[src/hdl/rename_settings.svh]
// Sizes and switches shared by the rename pipeline slice
// PHYS_ADDR_W must stay one bit wider than ARCH_ADDR_W
// The extra top bit of a physical address is the name bit
`ifndef RENAME_SETTINGS_SVH
`define RENAME_SETTINGS_SVH

// Renaming switch, 0 keeps every register in bank 0
`define ENABLE_RENAME 1'b1

// Architectural register set, one name bit each
`define NR_ARCH_REGS 32
`define ARCH_ADDR_W 5

// Two banks of architectural registers in the physical file
`define PHYS_ADDR_W 6

// Datapath width
`define XLEN 32

`endif

[src/hdl/phys_regfile.sv]
// Physical register file, two banks of the architectural set
// Reads are combinational, the write lands at the clock edge
// Address 0 is hard-wired to zero
`timescale 1ns/1ns
`include "rename_settings.svh"

module phys_regfile (
    input  logic                    clk_i,
    input  logic                    rst_ni,
    input  logic [`PHYS_ADDR_W-1:0] raddr_a_i,
    input  logic [`PHYS_ADDR_W-1:0] raddr_b_i,
    output logic [`XLEN-1:0]        rdata_a_o,
    output logic [`XLEN-1:0]        rdata_b_o,
    input  logic                    we_i,
    input  logic [`PHYS_ADDR_W-1:0] waddr_i,
    input  logic [`XLEN-1:0]        wdata_i
);

    localparam int unsigned NR_WORDS = 1 << `PHYS_ADDR_W;

    logic [`XLEN-1:0] mem_q [0:NR_WORDS-1];

    // ------------------------------------------------------------------------
    // Write port
    // ------------------------------------------------------------------------
    always_ff @(posedge clk_i or negedge rst_ni) begin
        if (!rst_ni) begin
            // All words start at zero
            for (int unsigned i = 0; i < NR_WORDS; i++) begin
                mem_q[i] <= '0;
            end
        end else if (we_i && (waddr_i != '0)) begin
            mem_q[waddr_i] <= wdata_i;
        end
    end

    // ------------------------------------------------------------------------
    // Read ports
    // ------------------------------------------------------------------------
    // Same-cycle write is not visible, execute forwards it instead
    assign rdata_a_o = (raddr_a_i == '0) ? '0 : mem_q[raddr_a_i];
    assign rdata_b_o = (raddr_b_i == '0) ? '0 : mem_q[raddr_b_i];

endmodule

[config.mk]
export PLATFORM = sky130hd
export DESIGN_NAME = phys_regfile
export DESIGN_NICKNAME = d
export VERILOG_FILES = /design/src/hdl/phys_regfile.sv
export VERILOG_INCLUDE_DIRS = /design/src /design/src/hdl
export SDC_FILE = /design/constraint.sdc
export NUM_CORES = 2
export LEC_CHECK = 0
export BUFFER_PORTS_ARGS = -buffer_cell sky130_fd_sc_hd__buf_2
export CAP_MARGIN = 20
export CORE_ASPECT_RATIO = 0.8
export CORE_MARGIN = 2
export CORE_UTILIZATION = 58
export DETAILED_ROUTE_END_ITERATION = 16
export PLACE_DENSITY = 0.8
export SLEW_MARGIN = 10
export SYNTH_ARGS = -nofsm -noshare
export SYNTH_HDL_FRONTEND = slang
export SYNTH_SLANG_ARGS = --single-unit
[constraint.sdc]
create_clock -name clk_i -period 3.1 [get_ports clk_i]
set_input_delay 0.62 -clock clk_i [delete_from_list [all_inputs] [get_ports clk_i]]
set_output_delay 0.62 -clock clk_i [all_outputs]
set_load 0.005 [all_outputs]
==> flow_summary.yaml <==
critical_path:
  required_ns: 2.48
  cp_slowest_cell: "mux4_2"
  worstPathCellList: "mux4_2 -> mux4_2 -> o211ai_1 -> nand2_1 -> buf_2"
  slowest_delay_ns: 0.53
  path_class: "flip-flop to primary output"
  critPathLaunchType: "flip-flop"
  crit_family: "multiplexers"
  worst-path-buf-inv: 1
  cp_max_fo: 3
  end_kind: "primary output"
  cp.arrival_ns: 2.99
  worst_path_most_repeated_cell: "mux4_2"
timing:
  fin_skew_ns: 0
  tns_ns: -19.12
  post-route-period-util_pct: 116.6
  drv_slew: 0
  tightest_slew_ns: 1.190
  hold_ws_ns: 0.2199
  timing.fmax_mhz: 276.6
  final.setup.worst_slack_ns: -0.5149
  post-route-min-period_ns: 3.615
  setup_violations: 64
  rsz0062_at_grt: "true"
  max_slew_margin_pct: 20.67
  hold_viol: 0
floorplan:
  dieArea_um2: 191800
  coreArea_um2: 187100
  fp-row-count: 142
  die_height_um: 392.1
  start_util_pct: 58.36
  io_pins: 117
  die_w_um: 489.1
clock_network:
  htree_levels: 4
  cts_max_path_buffers: 3
  cts_tree: "yes"
  clock_latency_ns: 0.83
  cts-root-buf: "clkbuf_16"
  path_clk_slew_ns: 0.06
  clock_sinks: 2048
  cts_made_buffers: 195
global_routing:
  grt_pass1_vias: 77160
  grt.overflow.total: 0
  grt_pass1_wl_mm: 537.2
  grtUsageTotal_pct: 38.86
  grt_max_degree: 96
  antenna_found_initial: 26
place:
  place_worst_setup_slack_ns: -1.179
  dp_hpwl_mm: 224.2
  portBuffers: 116
  place_congestion: 0.9130
  dp.cells: 9566
synthesis:
  synth_flop_cell: "dfrtp_1"
  synthArstFlopShare_pct: 100.0
  postSynthAreaPerCell_um2: 15.72
  synth_edf_count: 0
  ys_warn_count: 0
  synth_area_um2: 109200
  syn_nets: 7000
  ys_seq_area_share_pct: 46.94
  synth-seq-cells: 2048
  synth_cells: 6947
  synth_cell_types: 53
flow_run:
  maxCapViolations: 0
hold_path:
  hold_path.class: "input pin to flip-flop"
outcome:
  violations: "setup timing"
  status: "complete, but fails checks"
final_layout:
  top_regs: "mem_q x2048"
  area_growth_pct: 19.59
  fin_nets: 7572
  final_cells: 10210
  drive_gt1_share_pct: 64.30
  register_area_um2: 51250
  multi_input_area_um2: 56420
  largest_register: "mem_q"
  largest_reg_flops: 2048
  fillCellCount: 11430
  final_core_util_pct: 69.80
routing:
  antenna_left: 0
  wl_met3_mm: 53.31
  route.detailed.drc: 0
  via_per_inst: 7.324
  drt_iter0_drc: 9496
  wl_met1_mm: 130.6
  wl_per_cell_um: 36.64
  dr.pass1.iters: 6
  top_layer: "met5"
  num_vias: 74800
  dr_wl_met2_mm: 163.0
  wirelength_mm: 374.2
power:
  power_density_nw_per_um2: 558.7
  vdd_drop_max_v: 0.0006532
  p_leak_nw: 58.05
==> per-layer routing <==
layer  vias up  GRT usage (%)
met4        24          23.17
met2      5488          55.16
met5         -              0
met1     39560          51.48
li1      28240              -
met3      1487          14.20
==> path summary, 6_finish.rpt <==
kind,slack (ns),start,depth (start not counted),end
max,-0.51,mem_q[388],5,rdata_a_o[4]
min,0.22,wdata_i[7],2,mem_q[1191]
max reg2reg,2.05,mem_q[1711],3,mem_q[1711]
min reg2reg,0.40,mem_q[2033],0,mem_q[2033]
max in group asynchronous,1.54,rst_ni,3,mem_q[1779]
min in group asynchronous,0.39,rst_ni,2,mem_q[93]
==> timing repair <==
action | 4_1_cts | 5_1_grt
setup endpoints to repair | 64 | 64
cloned | 26 | 10
resized for setup | 446 | 198
pin swaps | 100 | 98
buffers inserted | 153 | 104
hold endpoints to repair | 25 | 0
hold buffers | 1 | 0
==> where the power goes <==
part	internal [mW]	switching [mW]
clock	14.3	10.9
sequential	30.2	2.74
combinational	8.48	6.28
total	53.0	19.9
==> cells by family (layout without fill, tap and decap cells) <==
group	after synthesis	count (layout)	synth area share, %
other	0	14	0
DFF	2048	2048	46.94
muxes	3423	3423	45.95
AOI/OAI and AO/OA	384	384	2.403
and+or+nand+nor	288	288	1.146
buffers and inverters	804	1537	3.571
==> worst register-to-register path, stage by stage (launching register included) <==
cell and delay [ns]:
dfrtp_1 0.40, buf_4 0.15, buf_4 0.13, mux2_2 0.26
==> synthesized netlist by cell type, drive strengths merged, types with 2 or more instances <==
cell type     n  area (µm²)
o211ai       16       120.1
and2          6       37.54
a311o         2       20.02
a211oi        3       22.52
mux2i       305        3053
o21ai        82       410.4
nor3         21       105.1
o221ai       38       332.8
mux2       2052       23110
mux4       1066       24010
or2           3       18.77
a221oi        8       70.07
or3           2       12.51
o2111ai      20       175.2
o22ai        40       250.2
nor2        108       405.4
a21oi        68       340.3
nand2b        7       43.79
clkbuf      340        1276
o22a         10       87.58
nand2        96       362.8
or3b          2       17.52
a22oi        56       420.4
inv           3       11.26
a32oi         5       43.79
a2111oi       7       61.31
a31o          7       61.31
nand3b        5       37.54
a2bb2oi       2       17.52
dfrtp      2048       51250
buf         460        2608
nor3b         2       15.01
nor2b         8       50.05
nand3        25       125.1
a221o        14       140.1
==> cell type report <==
| class | count | area share, % |
|---|---|---|
| Antenna cell | 14 | 0.02683 |
| Clock buffer | 280 | 4.284 |
| Clock inverter | 78 | 0.7771 |
| Inverter | 4 | 0.01150 |
| Multi-Input combinational cell | 4095 | 43.21 |
| Sequential cell | 2048 | 39.25 |
| Tap cell | 2520 | 2.415 |
| Timing Repair Buffer | 1175 | 10.03 |
==> metrics by stage <==
step / instance area [µm²] / total power, mW
floorplan: 109200 / 41.35
global placement: 117900 / 45.39
detailed placement: 117900 / 46.19
CTS: 128500 / 72.05
global route: 130600 / 75.15
finish: 130600 / 72.96
==> cells in the final DEF, fill, tap and decap left out, types with 36 or more instances in the layout <==
cell and n:
clkbuf_1 50, mux2i_1 261, clkinv_2 36, mux4_2 1066
buf_16 43, nor2_1 41, nand2_1 65, buf_12 225
o21ai_0 36, nor2_4 57, mux2_2 2042, buf_2 89
a21oi_1 37, clkbuf_16 209, dfrtp_1 2048, buf_4 696
a22oi_1 50, buf_6 83
No activity file was read; power rests on OpenSTA's default activity.
