<file path="src/hdl/rename_settings.svh">
// Sizes and switches shared by the rename pipeline slice
// PHYS_ADDR_W must stay one bit wider than ARCH_ADDR_W
// The extra top bit of a physical address is the name bit
`ifndef RENAME_SETTINGS_SVH
`define RENAME_SETTINGS_SVH

// Renaming switch, 0 keeps every register in bank 0
`define ENABLE_RENAME 1'b1

// Architectural register set, one name bit each
`define NR_ARCH_REGS 32
`define ARCH_ADDR_W 5

// Two banks of architectural registers in the physical file
`define PHYS_ADDR_W 6

// Datapath width
`define XLEN 32

`endif

</file>
<file path="src/hdl/rename_pkg.sv">
// Instruction word views and ALU operation codes for the rename slice
// Only the R-type and I-type layouts of RV32I are described
`include "rename_settings.svh"

package rename_pkg;

    // One 32-bit word, decoded either as R-type or as I-type
    typedef union packed {
        struct packed {
            logic [6:0]              funct7;
            logic [`ARCH_ADDR_W-1:0] rs2;
            logic [`ARCH_ADDR_W-1:0] rs1;
            logic [2:0]              funct3;
            logic [`ARCH_ADDR_W-1:0] rd;
            logic [6:0]              opcode;
        } rtype;
        struct packed {
            logic [11:0]             imm;
            logic [`ARCH_ADDR_W-1:0] rs1;
            logic [2:0]              funct3;
            logic [`ARCH_ADDR_W-1:0] rd;
            logic [6:0]              opcode;
        } itype;
    } instr_t;

    // ALU operation codes, decoder to execute
    localparam logic [2:0] ALU_ADD = 3'd0;
    localparam logic [2:0] ALU_SUB = 3'd1;
    localparam logic [2:0] ALU_XOR = 3'd2;
    localparam logic [2:0] ALU_OR  = 3'd3;
    localparam logic [2:0] ALU_AND = 3'd4;

endpackage

</file>
<file path="src/hdl/instr_decode.sv">
// Combinational decoder for ADD/SUB/XOR/OR/AND and ADDI/XORI/ORI/ANDI
// Everything else, including the shifts and compares, decodes to a no-op
// A no-op and any write to x0 give rd 0 with rd_write low
`timescale 1ns/1ns
`include "rename_settings.svh"

module instr_decode (
    input  rename_pkg::instr_t      instr_i,
    output logic [`ARCH_ADDR_W-1:0] rs1_o,
    output logic [`ARCH_ADDR_W-1:0] rs2_o,
    output logic [`ARCH_ADDR_W-1:0] rd_o,
    output logic [2:0]              alu_op_o,
    output logic                    use_imm_o,
    output logic [`XLEN-1:0]        imm_o,
    output logic                    rd_write_o
);

    // Major opcodes
    localparam logic [6:0] OPC_OP     = 7'b0110011;
    localparam logic [6:0] OPC_OP_IMM = 7'b0010011;

    logic supported;

    // ------------------------------------------------------------------------
    // Format select and operation
    // ------------------------------------------------------------------------
    always_comb begin
        supported = 1'b0;
        alu_op_o  = rename_pkg::ALU_ADD;
        use_imm_o = 1'b0;
        rs1_o     = '0;
        rs2_o     = '0;

        // Opcode sits in the same bits in both views
        case (instr_i.rtype.opcode)
            OPC_OP: begin
                rs1_o = instr_i.rtype.rs1;
                rs2_o = instr_i.rtype.rs2;
                case (instr_i.rtype.funct3)
                    3'b000: begin
                        supported = 1'b1;
                        // funct7 bit 5 picks SUB over ADD
                        alu_op_o  = instr_i.rtype.funct7[5] ? rename_pkg::ALU_SUB
                                                            : rename_pkg::ALU_ADD;
                    end
                    3'b100: begin
                        supported = 1'b1;
                        alu_op_o  = rename_pkg::ALU_XOR;
                    end
                    3'b110: begin
                        supported = 1'b1;
                        alu_op_o  = rename_pkg::ALU_OR;
                    end
                    3'b111: begin
                        supported = 1'b1;
                        alu_op_o  = rename_pkg::ALU_AND;
                    end
                    default: supported = 1'b0;
                endcase
            end
            OPC_OP_IMM: begin
                use_imm_o = 1'b1;
                // No second source for I-type
                rs1_o     = instr_i.itype.rs1;
                case (instr_i.itype.funct3)
                    3'b000: begin
                        supported = 1'b1;
                        alu_op_o  = rename_pkg::ALU_ADD;
                    end
                    3'b100: begin
                        supported = 1'b1;
                        alu_op_o  = rename_pkg::ALU_XOR;
                    end
                    3'b110: begin
                        supported = 1'b1;
                        alu_op_o  = rename_pkg::ALU_OR;
                    end
                    3'b111: begin
                        supported = 1'b1;
                        alu_op_o  = rename_pkg::ALU_AND;
                    end
                    default: supported = 1'b0;
                endcase
            end
            default: supported = 1'b0;
        endcase
    end

    // Writes to x0 are dropped here, so rename never sees them
    assign rd_write_o = supported && (instr_i.itype.rd != '0);
    assign rd_o       = rd_write_o ? instr_i.itype.rd : '0;

    // Sign-extended I immediate
    assign imm_o = {{(`XLEN-12){instr_i.itype.imm[11]}}, instr_i.itype.imm};

endmodule

</file>
<file path="config.mk">
export PLATFORM = sky130hd
export DESIGN_NAME = instr_decode
export DESIGN_NICKNAME = d
export VERILOG_FILES = /design/src/hdl/rename_pkg.sv /design/src/hdl/instr_decode.sv
export VERILOG_INCLUDE_DIRS = /design/src /design/src/hdl
export SDC_FILE = /design/constraint.sdc
export NUM_CORES = 1
export LEC_CHECK = 0
export BUFFER_PORTS_ARGS = -buffer_cell sky130_fd_sc_hd__buf_4
export CORE_MARGIN = 3
export CORE_UTILIZATION = 30
export DETAILED_ROUTE_END_ITERATION = 12
export GPL_TIMING_DRIVEN = 0
export PLACE_DENSITY = 0.91
export SLEW_MARGIN = 20
export SYNTH_ARGS = -nofsm -noshare
export SYNTH_HDL_FRONTEND = slang
export SYNTH_SLANG_ARGS = --single-unit
</file>
<file path="constraint.sdc">
create_clock -name vclk -period 2.69
set_input_delay 0.538 -clock vclk [all_inputs]
set_output_delay 0.538 -clock vclk [all_outputs]
set_load 0.05 [all_outputs]
</file>
==> flow_summary.toml <==
[clocking]
holdBufCountCts = 0
cts_setup_buffers = 0
cts_resized = 0

[die]
die-area_sq_mm = 0.00202
start_util_pct = 33.3
die_w_um = 45.0
fp-row-count = 13
core-area_sq_mm = 0.00137
pin_count = 84
die_h_um = 45.0

[setup_path]
cp_cell_sequence = "buf_4 -> nand4b_2 -> nor2_1 -> buf_2 -> and3_1 -> buf_4"
slowest_delay_ns = 0.30
crit_type = "in2out"
end_kind = "primary output"
cp_slowest_cell = "nand4b_2"
worstPathArrival_ns = 1.73
required_ns = 2.15
cp_max_fo = 10
cpMostUsedCell = "buf_4"
cp-start-kind = "primary input"

[finish]
area_delta_synth_final_pct = 135
final_cell_mix = "110 x buf_4, 10 x and2_1, 5 x and3_1, 2 x or2_4, 2 x nor2_1"
area.sequential_sq_um = 0
final_common_cell = "buf_4"
final_util_pct = 78.4
clkbuf_count = 0
drive_gt1_share_pct = 83.6
design.seq.count = 0
diodes = 0
nNetsFinal = 174
multi_input_area_sq_um = 221
fill_cells = 99

[placement]
port_buffers = 78
dp_slack_ns = 0.443
gp_congestion = 0.694

[sta]
max_slew_margin_pct = 81.8
finalCritPeriodShare_pct = 84.5
post-route-min-period_ns = 2.27
drv_slew = 0
layout_setup_ws_ns = 0.418
max_freq_mhz = 440
worst_slew_pin_slew_ns = 0.273
finalSetupViolations = 0
final.setup.tns_ns = 0
hold_violations = 0
rsz0062_at_grt = "false"
holdWs_ns = 1.33

[logic_synthesis]
syn_avg_cell_area_sq_um = 7.35
syn-num-nets = 94
synth_top_family_by_area = "buffers and inverters"
synth_top_area_share_pct = 52.7
yosysSeqAreaShare_pct = 0
synthSimpleGateAreaFrac_pct = 37.9
synthCells = 62
synthTopCellsByArea = "buf_4 53%, and2_1 14%, and3_1 6.9%"
synth_fa_ha_area_share_pct = 0
syn_area_sq_um = 455
muxShareOfSynthArea_pct = 0
synth-xor-area-share_pct = 0
synth-compound-area-share_pct = 8.24
ys_types = 16
yosysTopAreaCell = "buf_4"
synth_warnings = 0

[power_and_ir_drop]
power_frac_seq_pct = 0
swShare_pct = 58.2
clock_power_share_pct = 0
internal_power_mw = 0.0903
power.density_mw_per_mm2 = 202
ir_worst_vdd_mv = 0.156
leakagePower_nw = 0.638
p_comb_share_pct = 100.0
power_switching_mw = 0.126

[global_routing]
grt_pass1_wl_um = 2790
use_met2_pct = 33.9
gr-total-overflow = 0
grt.total_usage_pct = 17.4
antenna_found_initial = 0
met1_usage_pct = 18.3
grt_use_met3_pct = 5.58
busiest_layer = "met2"
grt_max_degree = 22
grt_pass1_vias = 668

[hold_path]
min_path_cells = 2
hold_class = "in2out"
hp-start = "instr_i[25]"
whs_endpoint = "imm_o[5]"

[routing]
drc = 0
vias_per_cell = 4.29
drtIter0Drc = 4
dr.pass1.iters = 2
routed_wirelength_um = 1920
num_vias = 665
ant_nets = 0
wl_per_cell_um = 12.4

[outcome]
status = "completed"

[job]
maxCapViolCount = 0
[area by class of cell]
cell class,instances,area share (%)
multi-input combinational,29,20.7
tap,15,1.75
buffer,33,22.9
timing repair buffer,78,54.7
[kinds of logic after synthesis]
kind of cell / count (synthesis)
buffers and inverters: 33
AND/OR/NAND/NOR: 26
AO/OA/AOI/OAI: 3
[cells in the mapped netlist, types with 2 or more instances]
library cell,number
or2_4,2
and2_1,10
nor2_1,2
and3_1,5
buf_4,32
[stage by stage]
step	cell area [sq um]	cells	power, mW
2_1_floorplan	467	62	0.142
6_report	1070	155	0.216
4_1_cts	1070	155	0.218
3_3_place_gp	1070	155	0.214
3_5_place_dp	1070	155	0.217
5_1_grt	1070	155	0.226
[layer usage]
layer | vias up | routed length (um)
met5 | - | 0
met1 | 274 | 607
met2 | 59 | 938
met3 | 2 | 354
li1 | 330 | -
met4 | 0 | 19
[worst max-delay path: cells and delay by family]
| kind | cells | cell delay (ns) |
|---|---|---|
| buffers and inverters | 3 | 0.51 |
| and+or+nand+nor | 3 | 0.68 |
[worst max path at each step]
stage,startpoint,end,depth (start not counted)
floorplan,instr_i[6],use_imm_o,2
global placement,instr_i[6],rs2_o[0],6
detailed placement,instr_i[6],rs2_o[2],6
CTS,instr_i[6],rs2_o[2],6
global route,instr_i[6],rs2_o[2],6
finish,instr_i[6],rs2_o[2],6
[power by group through the flow]
stage | clock, mW | combinational (mW) | sequential [mW]
after floorplan | 0 | 0.142 | 0
after global placement | 0 | 0.214 | 0
after detailed placement | 0 | 0.217 | 0
after CTS | 0 | 0.218 | 0
after global routing | 0 | 0.226 | 0
final | 0 | 0.216 | 0
Note: power is estimated with default switching activity, not from simulation.
