## src/hdl/rename_settings.svh

```systemverilog
// Sizes and switches shared by the rename pipeline slice
// PHYS_ADDR_W must stay one bit wider than ARCH_ADDR_W
// The extra top bit of a physical address is the name bit
`ifndef RENAME_SETTINGS_SVH
`define RENAME_SETTINGS_SVH

// Renaming switch, 0 keeps every register in bank 0
`define ENABLE_RENAME 1'b1

// Architectural register set, one name bit each
`define NR_ARCH_REGS 32
`define ARCH_ADDR_W 5

// Two banks of architectural registers in the physical file
`define PHYS_ADDR_W 6

// Datapath width
`define XLEN 32

`endif

```

## src/hdl/rename_pkg.sv

```systemverilog
// Instruction word views and ALU operation codes for the rename slice
// Only the R-type and I-type layouts of RV32I are described
`include "rename_settings.svh"

package rename_pkg;

    // One 32-bit word, decoded either as R-type or as I-type
    typedef union packed {
        struct packed {
            logic [6:0]              funct7;
            logic [`ARCH_ADDR_W-1:0] rs2;
            logic [`ARCH_ADDR_W-1:0] rs1;
            logic [2:0]              funct3;
            logic [`ARCH_ADDR_W-1:0] rd;
            logic [6:0]              opcode;
        } rtype;
        struct packed {
            logic [11:0]             imm;
            logic [`ARCH_ADDR_W-1:0] rs1;
            logic [2:0]              funct3;
            logic [`ARCH_ADDR_W-1:0] rd;
            logic [6:0]              opcode;
        } itype;
    } instr_t;

    // ALU operation codes, decoder to execute
    localparam logic [2:0] ALU_ADD = 3'd0;
    localparam logic [2:0] ALU_SUB = 3'd1;
    localparam logic [2:0] ALU_XOR = 3'd2;
    localparam logic [2:0] ALU_OR  = 3'd3;
    localparam logic [2:0] ALU_AND = 3'd4;

endpackage

```

## src/hdl/alu_execute.sv

```systemverilog
// Single-stage execute with writeback register
// issue_ack is combinational, valid AND not stall
// The one pending writeback is forwarded to both sources
`timescale 1ns/1ns
`include "rename_settings.svh"

module alu_execute (
    input  logic                    clk_i,
    input  logic                    rst_ni,
    input  logic                    instr_valid_i,
    input  logic                    stall_i,
    input  logic                    flush_unissued_i,
    output logic                    issue_ack_o,
    input  logic [`PHYS_ADDR_W-1:0] prs1_i,
    input  logic [`PHYS_ADDR_W-1:0] prs2_i,
    input  logic [`PHYS_ADDR_W-1:0] prd_i,
    input  logic [`XLEN-1:0]        op_a_i,
    input  logic [`XLEN-1:0]        op_b_i,
    input  logic [2:0]              alu_op_i,
    input  logic                    use_imm_i,
    input  logic [`XLEN-1:0]        imm_i,
    input  logic                    rd_write_i,
    output logic                    wb_valid_o,
    output logic [`PHYS_ADDR_W-1:0] wb_rd_o,
    output logic [`XLEN-1:0]        wb_data_o
);

    logic                    issue_ack;
    logic                    wb_valid_d;
    logic                    wb_valid_q;
    logic [`PHYS_ADDR_W-1:0] wb_rd_q;
    logic [`XLEN-1:0]        wb_data_q;

    logic                    fwd_a;
    logic                    fwd_b;
    logic [`XLEN-1:0]        opnd_a;
    logic [`XLEN-1:0]        reg_b;
    logic [`XLEN-1:0]        opnd_b;
    logic [`XLEN-1:0]        result;

    // Accept handshake
    assign issue_ack   = instr_valid_i & ~stall_i;
    assign issue_ack_o = issue_ack;

    // ------------------------------------------------------------------------
    // Operand forwarding
    // ------------------------------------------------------------------------
    // File is written only at the end of the wb cycle
    assign fwd_a  = wb_valid_q && (wb_rd_q == prs1_i);
    assign fwd_b  = wb_valid_q && (wb_rd_q == prs2_i);
    assign opnd_a = fwd_a ? wb_data_q : op_a_i;
    assign reg_b  = fwd_b ? wb_data_q : op_b_i;

    // I-type replaces the second source
    assign opnd_b = use_imm_i ? imm_i : reg_b;

    // ------------------------------------------------------------------------
    // ALU
    // ------------------------------------------------------------------------
    always_comb begin
        case (alu_op_i)
            rename_pkg::ALU_ADD: result = opnd_a + opnd_b;
            rename_pkg::ALU_SUB: result = opnd_a - opnd_b;
            rename_pkg::ALU_XOR: result = opnd_a ^ opnd_b;
            rename_pkg::ALU_OR:  result = opnd_a | opnd_b;
            rename_pkg::ALU_AND: result = opnd_a & opnd_b;
            default:             result = '0;
        endcase
    end

    // ------------------------------------------------------------------------
    // Writeback register
    // ------------------------------------------------------------------------
    // Cancelled or non-writing instructions leave no strobe
    assign wb_valid_d = issue_ack & rd_write_i & ~flush_unissued_i;

    always_ff @(posedge clk_i or negedge rst_ni) begin
        if (!rst_ni) begin
            wb_valid_q <= 1'b0;
        end else begin
            wb_valid_q <= wb_valid_d;
        end
    end

    // Payload holds the last real write
    always_ff @(posedge clk_i) begin
        if (wb_valid_d) begin
            wb_rd_q   <= prd_i;
            wb_data_q <= result;
        end
    end

    assign wb_valid_o = wb_valid_q;
    assign wb_rd_o    = wb_rd_q;
    assign wb_data_o  = wb_data_q;

endmodule

```

## config.mk

```make
export PLATFORM = sky130hd
export DESIGN_NAME = alu_execute
export DESIGN_NICKNAME = d
export VERILOG_FILES = /design/src/hdl/rename_pkg.sv /design/src/hdl/alu_execute.sv
export VERILOG_INCLUDE_DIRS = /design/src /design/src/hdl
export SDC_FILE = /design/constraint.sdc
export NUM_CORES = 1
export LEC_CHECK = 0
export BUFFER_PORTS_ARGS = -buffer_cell sky130_fd_sc_hd__buf_2
export CORE_MARGIN = 5
export CORE_UTILIZATION = 50
export CTS_CLUSTER_SIZE = 16
export DETAILED_ROUTE_END_ITERATION = 16
export PLACE_DENSITY = 0.75
export SYNTH_ARGS = -nofsm -noshare
export SYNTH_HDL_FRONTEND = slang
export SYNTH_SLANG_ARGS = --single-unit
```

## constraint.sdc

```tcl
create_clock -name clk_i -period 6.8 [get_ports clk_i]
set_input_delay 0.68 -clock clk_i [delete_from_list [all_inputs] [get_ports clk_i]]
set_output_delay 0.68 -clock clk_i [all_outputs]
set_load 0.005 [all_outputs]
```

==> impl_metrics.ini <==
[route]
viasPerCell = 6.00
vias = 7222
ant_nets = 0
dr.pass1.iters = 5
wl_per_cell_um = 19.5
dr.first_iter.drc_count = 754
drc = 0
wl_um = 23500

[global_route]
antenna_found_initial = 0
gr-total-overflow = 0
use_met3 = 0.0443
use_met2 = 0.464
grt.total_usage = 0.282
grt_pass1_wl_um = 36500
grt_use_met1 = 0.377
busiest_layer = met2
grt_pass1_vias = 6932
grt_max_degree = 45

[floorplan]
die_area_sq_um = 16300
initial_core_util = 0.504
ios = 164
num_rows = 43
fp.dieH_um = 128
core_region_area_sq_um = 13700
die_x_um = 128

[worst_setup_path]
cp-end-kind = flip-flop
cpMostUsedCell = a21oi_1
slowest_stage = o311ai_0
cpPeakStageDelay_ns = 0.53
crit_start = wb_rd_o[2]$_DFFE_PP_
cp_max_fo = 21
r2r-end = wb_data_o[29]$_DFFE_PP_
worstPathArrival_ns = 5.63
critPathKind = reg2reg
reg2reg_setup_slack_ns = 1.34
worstPathCellList = xnor2_1, and4_1, nand2_4, o311ai_0, o211ai_1, nand3b_1, o21ai_0, xnor2_1, ha_1, and3_1, and2_1, nand4_1, a21oi_1, o221ai_1, a21oi_1, a21o_1, a21oi_1, or4_1, nand3_1
cp-start-kind = flip-flop
reg2regPathDepth = 19
critPathTopFamily = compound AO/OA/AOI/OAI gates
r2r_start = wb_rd_o[2]$_DFFE_PP_
required_ns = 6.97
worst-path-buf-inv = 0
crit_end = wb_data_o[29]$_DFFE_PP_
crit_cells = 19

[timing]
final-hold-violation-count = 0
final.setup.tns_ns = 0
fin_skew_ns = 0.00956
slew_headroom = 0.214
setup_viol = 0
rsz0062_at_grt = false
period_minus_slack_ns = 5.46
finalMaxSlewViolations = 0
post-route-period-util = 0.803
max_freq_ghz = 0.183
holdWs_ns = 0.130
worstMarginPinSlew_ns = 1.17

[clocking]
root_buffer = clkbuf_16
clk_pin_slew_ns = 0.07
insertion_delay_ns = 0.31
cts_inserted_buffers = 5
clockBufferDepth = 2
cts_max_level = 2
clock-sinks = 39
cts_setup_buffers = 0
cts_tree = yes
postCtsResizedCells = 0
cts_hold_buffers = 0

[synthesis]
synth_area_leaders = ha_1 (18%), edfxtp_1 (17%), mux2i_1 (7.5%)
synth_compound_area_frac = 0.236
synth_top_family_by_area = compound AO/OA/AOI/OAI gates
synth_cells = 876
syn_nets = 1098
synthArstFlopShare = 0.0256
synth.largest_area_cell = ha_1
ys_seq_area_frac = 0.169
synthAdderAreaFrac = 0.178
synth_area_sq_um = 6910
avgSynthCellArea_sq_um = 7.89
synth_ff_type = edfxtp_1
yosysUniqueCellTypes = 80
synth_mux_area_frac = 0.0769
yosys.area_share.xor_xnor = 0.0798
synth-simple-area-share = 0.193
synth_edf_count = 38
ys_ff_latch = 39
yosys_warnings = 0
synth_top_cell_area_share = 0.176

[pwr]
vdd_drop_max_v = 0.0000962
powerDensity_nw_per_um2 = 141
total_power_mw = 1.14
leakagePower_nw = 3.73

[place]
globalplace.congestion = 0.973
io_buffers = 163
hpwlAfterDp_um = 18000
dpl-instance-area_sq_um = 7920

[final_layout]
fin_util = 0.590
antenna_cells = 0
fin_nets = 1245
postLayoutCellArea_sq_um = 8090
drive_above_1_share = 0.221
nFillCells = 1324
area_growth_pct = 17.0

[worst_hold_path]
hold_class = in2async

[flow_run]
drv_cap = 0

[run_status]
status = finished clean
cell usage after synthesis, types with 3 or more instances:
cell type / count
a211oi_1: 5
a21boi_0: 5
a21o_1: 19
a21oi_1: 58
a221o_1: 3
a22oi_1: 9
a31oi_1: 10
and3_1: 10
and3_2: 3
and4_1: 3
buf_1: 5
buf_2: 6
buf_6: 3
clkbuf_1: 24
edfxtp_1: 38
ha_1: 97
inv_1: 64
inv_2: 9
mux2i_1: 52
nand2_1: 79
nand2b_1: 10
nand3_1: 20
nand4_1: 13
nor2_1: 66
nor2b_1: 10
nor3_1: 12
nor3b_1: 4
nor4_1: 6
o211ai_1: 15
o211ai_2: 5
o21a_1: 8
o21ai_0: 69
o21bai_1: 3
o221ai_1: 7
o31ai_1: 7
or2_2: 3
or3_1: 6
xnor2_1: 50
xor2_1: 13
cells in the final DEF, fill, tap and decap left out, drive strengths merged, types with 6 or more instances in the layout:
master,n
a21o,19
a21oi,58
a22oi,9
a31oi,10
and3,14
buf,180
edfxtp,38
ha,97
inv,74
mux2i,52
nand2,80
nand2b,10
nand3,22
nand4,15
nor2,67
nor2b,10
nor3,12
nor4,9
o211ai,20
o21a,8
o21ai,70
o221ai,7
o31ai,7
or3,6
xnor2,50
xor2,13
logic make-up after synthesis:
logic type,after synthesis
AND/OR/NAND/NOR,262
adder cells (fa/ha/maj),98
flip-flops,39
buffers and inverters,114
multiplexers,53
AO/OA/AOI/OAI,247
XOR/XNOR,63
area by class of cell:
| type | count | area [sq um] | area share |
|---|---|---|---|
| Sequential cell | 39 | 1170 | 0.144 |
| Timing Repair Buffer | 180 | 943 | 0.117 |
| Multi-Input combinational cell | 723 | 5300 | 0.656 |
| Tap cell | 180 | 225 | 0.0278 |
| Clock inverter | 3 | 47.5 | 0.00588 |
| Inverter | 74 | 278 | 0.0343 |
| Clock buffer | 5 | 125 | 0.0155 |
registers in the layout, indices dropped and copies added, names as in the netlist:
| signal | cells |
|---|---|
| wb_data_o | 32 |
| wb_rd_o | 6 |
| wb_valid_o | 1 |
worst reg2reg max path, stage by stage (launching register included):
cell and delay (ns):
edfxtp_1 0.47, xnor2_1 0.27, and4_1 0.33, nand2_4 0.27, o311ai_0 0.53, o211ai_1 0.23, nand3b_1 0.39, o21ai_0 0.35
xnor2_1 0.10, ha_1 0.37, and3_1 0.19, and2_1 0.21, nand4_1 0.11, a21oi_1 0.18, o221ai_1 0.23, a21oi_1 0.28
a21o_1 0.16, a21oi_1 0.12, or4_1 0.43, nand3_1 0.09
per-layer routing:
metal,up-vias,share of wire
li1,3478,-
met1,3331,0.43
met2,356,0.45
met3,57,0.085
met4,0,0.034
met5,-,0
worst min path at each step:
| stage | to | slack (ns) | depth (start not counted) |
|---|---|---|---|
| after floorplan | wb_valid_o$_DFF_PN0_ | 0.38 | 0 |
| after global placement | wb_valid_o$_DFF_PN0_ | 0.46 | 1 |
| after detailed placement | wb_valid_o$_DFF_PN0_ | 0.46 | 1 |
| after CTS | wb_valid_o$_DFF_PN0_ | 0.13 | 1 |
| after global routing | wb_valid_o$_DFF_PN0_ | 0.13 | 1 |
| final | wb_valid_o$_DFF_PN0_ | 0.13 | 1 |
power breakdown:
group | switching, mW | internal (mW)
registers | 0.0100 | 0.280
clock network | 0.125 | 0.176
logic | 0.321 | 0.231
stage by stage:
| stage | worst slack [ns] | instances |
|---|---|---|
| 2_1_floorplan | 1.42 | 876 |
| 3_3_place_gp | 1.28 | 1196 |
| 3_5_place_dp | 1.17 | 1196 |
| 4_1_cts | 1.40 | 1204 |
| 5_1_grt | 0.947 | 1204 |
| 6_report | 1.34 | 1204 |
Power figures use the tool's default switching activity.
