==> src/hdl/rename_settings.svh <==
// Sizes and switches shared by the rename pipeline slice
// PHYS_ADDR_W must stay one bit wider than ARCH_ADDR_W
// The extra top bit of a physical address is the name bit
`ifndef RENAME_SETTINGS_SVH
`define RENAME_SETTINGS_SVH

// Renaming switch, 0 keeps every register in bank 0
`define ENABLE_RENAME 1'b1

// Architectural register set, one name bit each
`define NR_ARCH_REGS 32
`define ARCH_ADDR_W 5

// Two banks of architectural registers in the physical file
`define PHYS_ADDR_W 6

// Datapath width
`define XLEN 32

`endif

==> src/hdl/re_name.sv <==
// Name-bit table, one bit per architectural register
// Values left under bank-1 names after a flush are not recovered
// x0 is never renamed and always maps to physical address 0
`timescale 1ns/1ns
`include "rename_settings.svh"

module re_name (
    input  logic                    clk_i,
    input  logic                    rst_ni,
    input  logic                    flush_i,
    input  logic                    flush_unissued_i,
    input  logic                    issue_ack_i,
    input  logic [`ARCH_ADDR_W-1:0] rs1_i,
    input  logic [`ARCH_ADDR_W-1:0] rs2_i,
    input  logic [`ARCH_ADDR_W-1:0] rd_i,
    output logic [`PHYS_ADDR_W-1:0] rs1_o,
    output logic [`PHYS_ADDR_W-1:0] rs2_o,
    output logic [`PHYS_ADDR_W-1:0] rd_o
);

    // Current name bit of every architectural register
    logic [`NR_ARCH_REGS-1:0] name_q;
    logic [`NR_ARCH_REGS-1:0] name_d;

    logic name_rs1;
    logic name_rs2;
    logic name_rd;
    logic rd_named;

    // ------------------------------------------------------------------------
    // Address mapping
    // ------------------------------------------------------------------------
    // x0 keeps its name
    assign rd_named = (rd_i != '0);

    // Sources read the live name
    assign name_rs1 = name_q[rs1_i] & `ENABLE_RENAME;
    assign name_rs2 = name_q[rs2_i] & `ENABLE_RENAME;

    // Destination takes the name it will hold after this write
    assign name_rd  = (name_q[rd_i] ^ rd_named) & `ENABLE_RENAME;

    assign rs1_o = {name_rs1, rs1_i};
    assign rs2_o = {name_rs2, rs2_i};
    assign rd_o  = {name_rd, rd_i};

    // ------------------------------------------------------------------------
    // Table update
    // ------------------------------------------------------------------------
    always_comb begin
        name_d = name_q;

        // Toggle on accept unless cancelled
        if (issue_ack_i && !flush_unissued_i && rd_named) begin
            name_d[rd_i] = ~name_q[rd_i];
        end

        // Entry 0 pinned low
        name_d[0] = 1'b0;

        // Full flush wins over any toggle
        if (flush_i) begin
            name_d = '0;
        end
    end

    always_ff @(posedge clk_i or negedge rst_ni) begin
        if (!rst_ni) begin
            name_q <= '0;
        end else begin
            name_q <= name_d;
        end
    end

endmodule

==> config.mk <==
export PLATFORM = sky130hd
export DESIGN_NAME = re_name
export DESIGN_NICKNAME = d
export VERILOG_FILES = /design/src/hdl/re_name.sv
export VERILOG_INCLUDE_DIRS = /design/src /design/src/hdl
export SDC_FILE = /design/constraint.sdc
export NUM_CORES = 1
export LEC_CHECK = 0
export BUFFER_PORTS_ARGS = -buffer_cell sky130_fd_sc_hd__clkbuf_2
export CORE_MARGIN = 3
export CORE_UTILIZATION = 40
export CTS_BUF_LIST = sky130_fd_sc_hd__clkbuf_8 sky130_fd_sc_hd__clkbuf_16
export DETAILED_ROUTE_END_ITERATION = 10
export PLACE_DENSITY = 0.61
export SKIP_LAST_GASP = 1
export SLEW_MARGIN = 20
export SYNTH_ARGS = -nofsm -noshare
export SYNTH_HDL_FRONTEND = slang
export SYNTH_SLANG_ARGS = --single-unit
==> constraint.sdc <==
create_clock -name clk_i -period 2.9 [get_ports clk_i]
set_input_delay 0.435 -clock clk_i [delete_from_list [all_inputs] [get_ports clk_i]]
set_output_delay 0.435 -clock clk_i [all_outputs]
set_load 0.05 [all_outputs]
==> results.cfg, run 1 <==
[synth]
synth_seq_cells = 31
synth_ff_type = dfrtp_1
synth-simple-area-share = 0.230
synth_edf_count = 0
synthAdderAreaFrac = 0
syn_area_um2 = 2690
synth.distinct_cells = 43
syn-mean-instance-area_um2 = 9.58
synthCells = 281
synth_top_family_by_area = simple AND/OR/NAND/NOR gates
syn_nets = 301
synth_mux_area_frac = 0.189
seq_area_frac_synth = 0.288
yosysWarnings = 0
synth_xor_area_frac = 0
ys_async_sr_fraction = 1.00
synth_compound_area_frac = 0.192

[critical_path]
max_stage_delay_ns = 0.55
crit_path_max_fanout = 16
worst-setup-path-type = primary input to primary output
crit_top_cell = clkbuf_2
arrival_ns = 2.07
rrSetupSlack_ns = 1.13
path_cells = clkbuf_2 > nand3_1 > or3b_2 > o21ai_0 > nor4_1 > clkbuf_2
worstSetupEndpointType = primary output
worstPathRequired_ns = 2.47
cpMaxStageDelayCell = or3b_2
critPathLaunchType = primary input

[cells_and_area]
fin_nets = 311
num_antenna_cells = 0
final_cell_mix = clkbuf_2 (37), o21ai_0 (34), dfrtp_1 (31)
fillCellCount = 610
top_register = name_q
reg.largest.list = name_q: 31 flops
synthToLayoutAreaGrowth_pct = 6.65
final_core_util = 0.447
largest_register_ffs = 31
final_common_cell = clkbuf_2
layout-drive-gt1-share = 0.271

[cts]
cts_resized = 0
postCtsHoldBufs = 0
cts_tree = done
cts_setup_buffers = 0
cts_buffers = 5
cts-root-buf = clkbuf_8
cts_num_sinks = 31
clkSlewWorstSetupHoldPaths_ns = 0.06
clock_latency_ns = 0.28
cts_max_level = 2
clock_path_buffers = 2

[power]
vdd_ir_drop_max_uv = 233
power_density_nw_per_um2 = 353
leakage_nw = 1.18

[global_route]
grt_busiest_layer = met1
grt_use_total = 0.199
met2_usage = 0.293
use_met1 = 0.295
grt_remaining_overflow = 0
grt_pass1_wl_mm = 11.7
grt_util_met3 = 0.0263
first_global_vias = 2153
grt_antenna_before_repair = 0
grt_max_degree = 57

[sta]
period_share = 0.864
setup_violations = 0
worst_slack_ns = 0.395
tns_ns = 0
tightest_slew_ns = 1.05
finClkSkew_ns = 0.00255
relSlewSlack = 0.303
rsz0062_at_grt = no
fmax_mhz = 399
hold_viol_final = 0
fin_crit_ns = 2.50
slew_violations = 0

[hold_path]
hp-class = primary input to asynchronous set/reset pin

[place]
portBuffers = 37
post-place-ws_ns = 0.401
dp_hpwl_mm = 5.09
place.gp.congestion = 0.854

[routing]
avgViaCountPerCell = 6.19
dr.pass1.iters = 5
via_count = 2284
antenna_left = 0
drt-total-wl_mm = 7.05
drt_first_iter_violations = 173
drt_drc_violations_left = 0
wl_per_cell_um = 19.1

[floorplanning]
start_util = 0.419
die_h_um = 88.0
die_x_um = 88.0
rows = 29
core_area_um2 = 6420
dieArea_um2 = 7750
pin_count = 38

[status]
outcome = complete, no violations

[run]
cap_violations = 0
-- critical path: cells and delay by family --
kind | cells | cell delay (ns)
and+or+nand+nor | 3 | 0.93
AOI/OAI and AO/OA | 1 | 0.17
buffers and inverters | 2 | 0.52
-- per-stage QoR --
step / power, mW / hold slack (ns) / instances / cell area (um2)
2_1_floorplan: 0.608 / 0.139 / 281 / 2690
3_3_place_gp: 0.645 / 0.557 / 361 / 2770
3_5_place_dp: 0.647 / 0.561 / 361 / 2770
4_1_cts: 1.02 / 0.257 / 369 / 2870
5_1_grt: 1.06 / 0.286 / 369 / 2870
6_report: 1.01 / 0.232 / 369 / 2870
-- cell families (layout without fill, tap and decap cells) --
logic type,after synthesis,count (layout)
AND/OR/NAND/NOR,97,97
AO/OA/AOI/OAI,75,75
buffers and inverters,45,56
multiplexers,33,33
flip-flops,31,31
-- per-layer routing --
layer	wire length (um)	part of all wire
met5	0	0
met3	412	0.058
met2	3130	0.44
met4	143	0.020
met1	3360	0.48
-- cells in the mapped netlist (4+ instances only) --
library cell / n / area, um2
a21oi_1: 8 / 40.0
a32o_1: 4 / 40.0
buf_2: 6 / 30.0
buf_4: 18 / 135
buf_6: 4 / 45.0
clkbuf_1: 14 / 52.6
dfrtp_1: 31 / 776
mux2i_1: 17 / 170
mux4_2: 14 / 315
nand2_1: 8 / 30.0
nand2b_1: 5 / 31.3
nand3_1: 5 / 25.0
nand3b_1: 14 / 105
nor2_1: 16 / 60.1
nor2b_1: 21 / 131
o21ai_0: 34 / 170
o31ai_1: 6 / 45.0
o41ai_1: 9 / 78.8
or3_1: 8 / 50.1
-- path summary, 6_finish.rpt --
| kind | start | endpoint | cells past startpoint |
|---|---|---|---|
| worst min-delay path | rst_ni | name_q[30]$_DFFE_PN0P_ | 1 |
| worst max register to register | name_q[11]$_DFFE_PN0P_ | name_q[7]$_DFFE_PN0P_ | 5 |
| worst min register to register | name_q[29]$_DFFE_PN0P_ | name_q[29]$_DFFE_PN0P_ | 2 |
| max in group asynchronous | rst_ni | name_q[25]$_DFFE_PN0P_ | 1 |
| worst max-delay path | rd_i[2] | rd_o[5] | 6 |
| min in group clk_i | flush_unissued_i | name_q[10]$_DFFE_PN0P_ | 4 |
-- final cells by class --
cell class	instances	area (um2)	area share
inverter	3	11.3	0.00392
clock inverter	1	3.75	0.00131
tap	77	96.3	0.0336
multi-input combinational	205	1640	0.572
sequential	31	776	0.270
timing repair buffer	45	245	0.0854
clock buffer	7	96.3	0.0336
-- power breakdown --
part	leakage [nW]	internal, mW	switching [mW]
clock	0.0557	0.213	0.161
combinational	0.689	0.0571	0.142
sequential	0.432	0.435	0.00412
No activity file was read; power rests on OpenSTA's default activity.
==> run 2, diff against run 1 <==
CORE_MARGIN = 5   (was 3)
==> run 2 against run 1 <==
Via count is 0.53% lower. Setup slack worse by 0.0093 ns. Total power is 3.3% lower. Maximum frequency is 0.37% lower. First-iteration DRC count stayed put. Global-route usage is 2.6 points lower. Wire length is 1.3% higher. Highest routed layer unchanged.
==> results.cfg, run 2 (synthesis gave the netlist of run 1 again) <==
[status]
outcome = complete, no violations

[global_route]
grt_use_total = 0.173
grt_remaining_overflow = 0
grt_pass1_wl_mm = 11.6
grt_max_degree = 57
first_global_vias = 2154
grt_antenna_before_repair = 0

[power]
p_switching_mw = 0.302
internal_power_mw = 0.678
p_sw_frac = 0.308
share_seq_of_total_power = 0.449
comb_power_share = 0.202
pwr-share-clk = 0.349
power_density_nw_per_um2 = 344
vdd_ir_drop_max_uv = 179
leakage_nw = 1.16

[cts]
cts-root-buf = clkbuf_8
cts_resized = 0
cts_max_level = 2
clock_path_buffers = 2
cts_buffers = 5
postCtsHoldBufs = 0
cts_tree = done
clock_latency_ns = 0.28
cts_setup_buffers = 0
cts_num_sinks = 31
clkSlewWorstSetupHoldPaths_ns = 0.07

[routing]
avgViaCountPerCell = 6.19
via_count = 2272
dr.pass1.iters = 4
drt_drc_violations_left = 0
drt-total-wl_mm = 7.14
wl_per_cell_um = 19.5
drt_first_iter_violations = 173
antenna_left = 0

[critical_path]
arrival_ns = 2.08
rrSetupSlack_ns = 1.14
crit_path_max_fanout = 15
worstSetupEndpointType = primary output
critPathLaunchType = primary input
worst-setup-path-type = primary input to primary output
worstPathRequired_ns = 2.47

[floorplanning]
rows = 29
core_area_um2 = 6460
die_x_um = 92.0
pin_count = 38
die_h_um = 92.0
dieArea_um2 = 8470
start_util = 0.417

[hold_path]
hp-class = primary input to asynchronous set/reset pin

[sta]
fin_crit_ns = 2.51
setup_violations = 0
period_share = 0.867
finClkSkew_ns = 0.00817
relSlewSlack = 0.341
rsz0062_at_grt = no
worst_slack_ns = 0.386
hold_viol_final = 0
tns_ns = 0
fmax_mhz = 398
slew_violations = 0
tightest_slew_ns = 0.988

[cells_and_area]
layout-drive-gt1-share = 0.269
num_antenna_cells = 0
reg.largest.list = name_q: 31 flops
fin_nets = 310
top_register = name_q
final_core_util = 0.441
synthToLayoutAreaGrowth_pct = 5.90
final_common_cell = clkbuf_2
final_cell_mix = clkbuf_2 (37), o21ai_0 (34), dfrtp_1 (31)
largest_register_ffs = 31

[run]
cap_violations = 0

[place]
place.gp.congestion = 0.922
portBuffers = 37
dp_hpwl_mm = 5.17
post-place-ws_ns = 0.402
run 2: cell count changes in the layout (fill, tap and decap cells not counted):
cell      change
buf_4         -1
clkbuf_8      -1
clkinv_2      +1
inv_1         -1
run 2: critical path: stages:
cell,delay (ns)
clkbuf_2,0.25
nand3_1,0.28
or3b_2,0.55
o21ai_0,0.19
nor4_1,0.11
clkbuf_2,0.26
run 2: worst paths after layout:
kind	start	endpoint	depth (start not counted)
setup / recovery	rd_i[4]	rd_o[5]	6
hold / removal	rst_ni	name_q[17]$_DFFE_PN0P_	1
setup reg to reg	name_q[18]$_DFFE_PN0P_	name_q[7]$_DFFE_PN0P_	5
hold reg to reg	name_q[31]$_DFFE_PN0P_	name_q[31]$_DFFE_PN0P_	2
max in group asynchronous	rst_ni	name_q[1]$_DFFE_PN0P_	1
min in group clk_i	flush_unissued_i	name_q[10]$_DFFE_PN0P_	4
run 2: area by class of cell:
class	instances	area (um2)
Clock inverter	1	5.00
Tap cell	77	96.3
Sequential cell	31	776
Timing Repair Buffer	44	238
Multi-Input combinational cell	205	1640
Inverter	3	11.3
Clock buffer	6	82.6
Fill cell	619	3610
run 2: per-layer routing:
layer	global-route usage	share of wire	up-vias
met2	0.253	0.43	95
li1	-	-	1078
met5	0	0	-
met1	0.260	0.48	1090
met3	0.0336	0.082	9
met4	0.0470	0.013	0
run 2: stage by stage:
stage	hold WS, ns	instance area (um2)	instances	total power, mW
2_1_floorplan	0.139	2690	281	0.608
3_3_place_gp	0.544	2760	360	0.644
6_report	0.208	2850	367	0.979
3_5_place_dp	0.540	2760	360	0.646
4_1_cts	0.234	2850	367	0.989
5_1_grt	0.281	2850	367	1.02
run 2: power by group through the flow:
stage                     registers (mW)  logic (mW)  clock network, mW
after floorplan                    0.446       0.162                  0
after global placement             0.448       0.196                  0
after detailed placement           0.448       0.198                  0
after CTS                          0.440       0.199              0.350
after global routing               0.440       0.215              0.368
final                              0.440       0.198              0.342
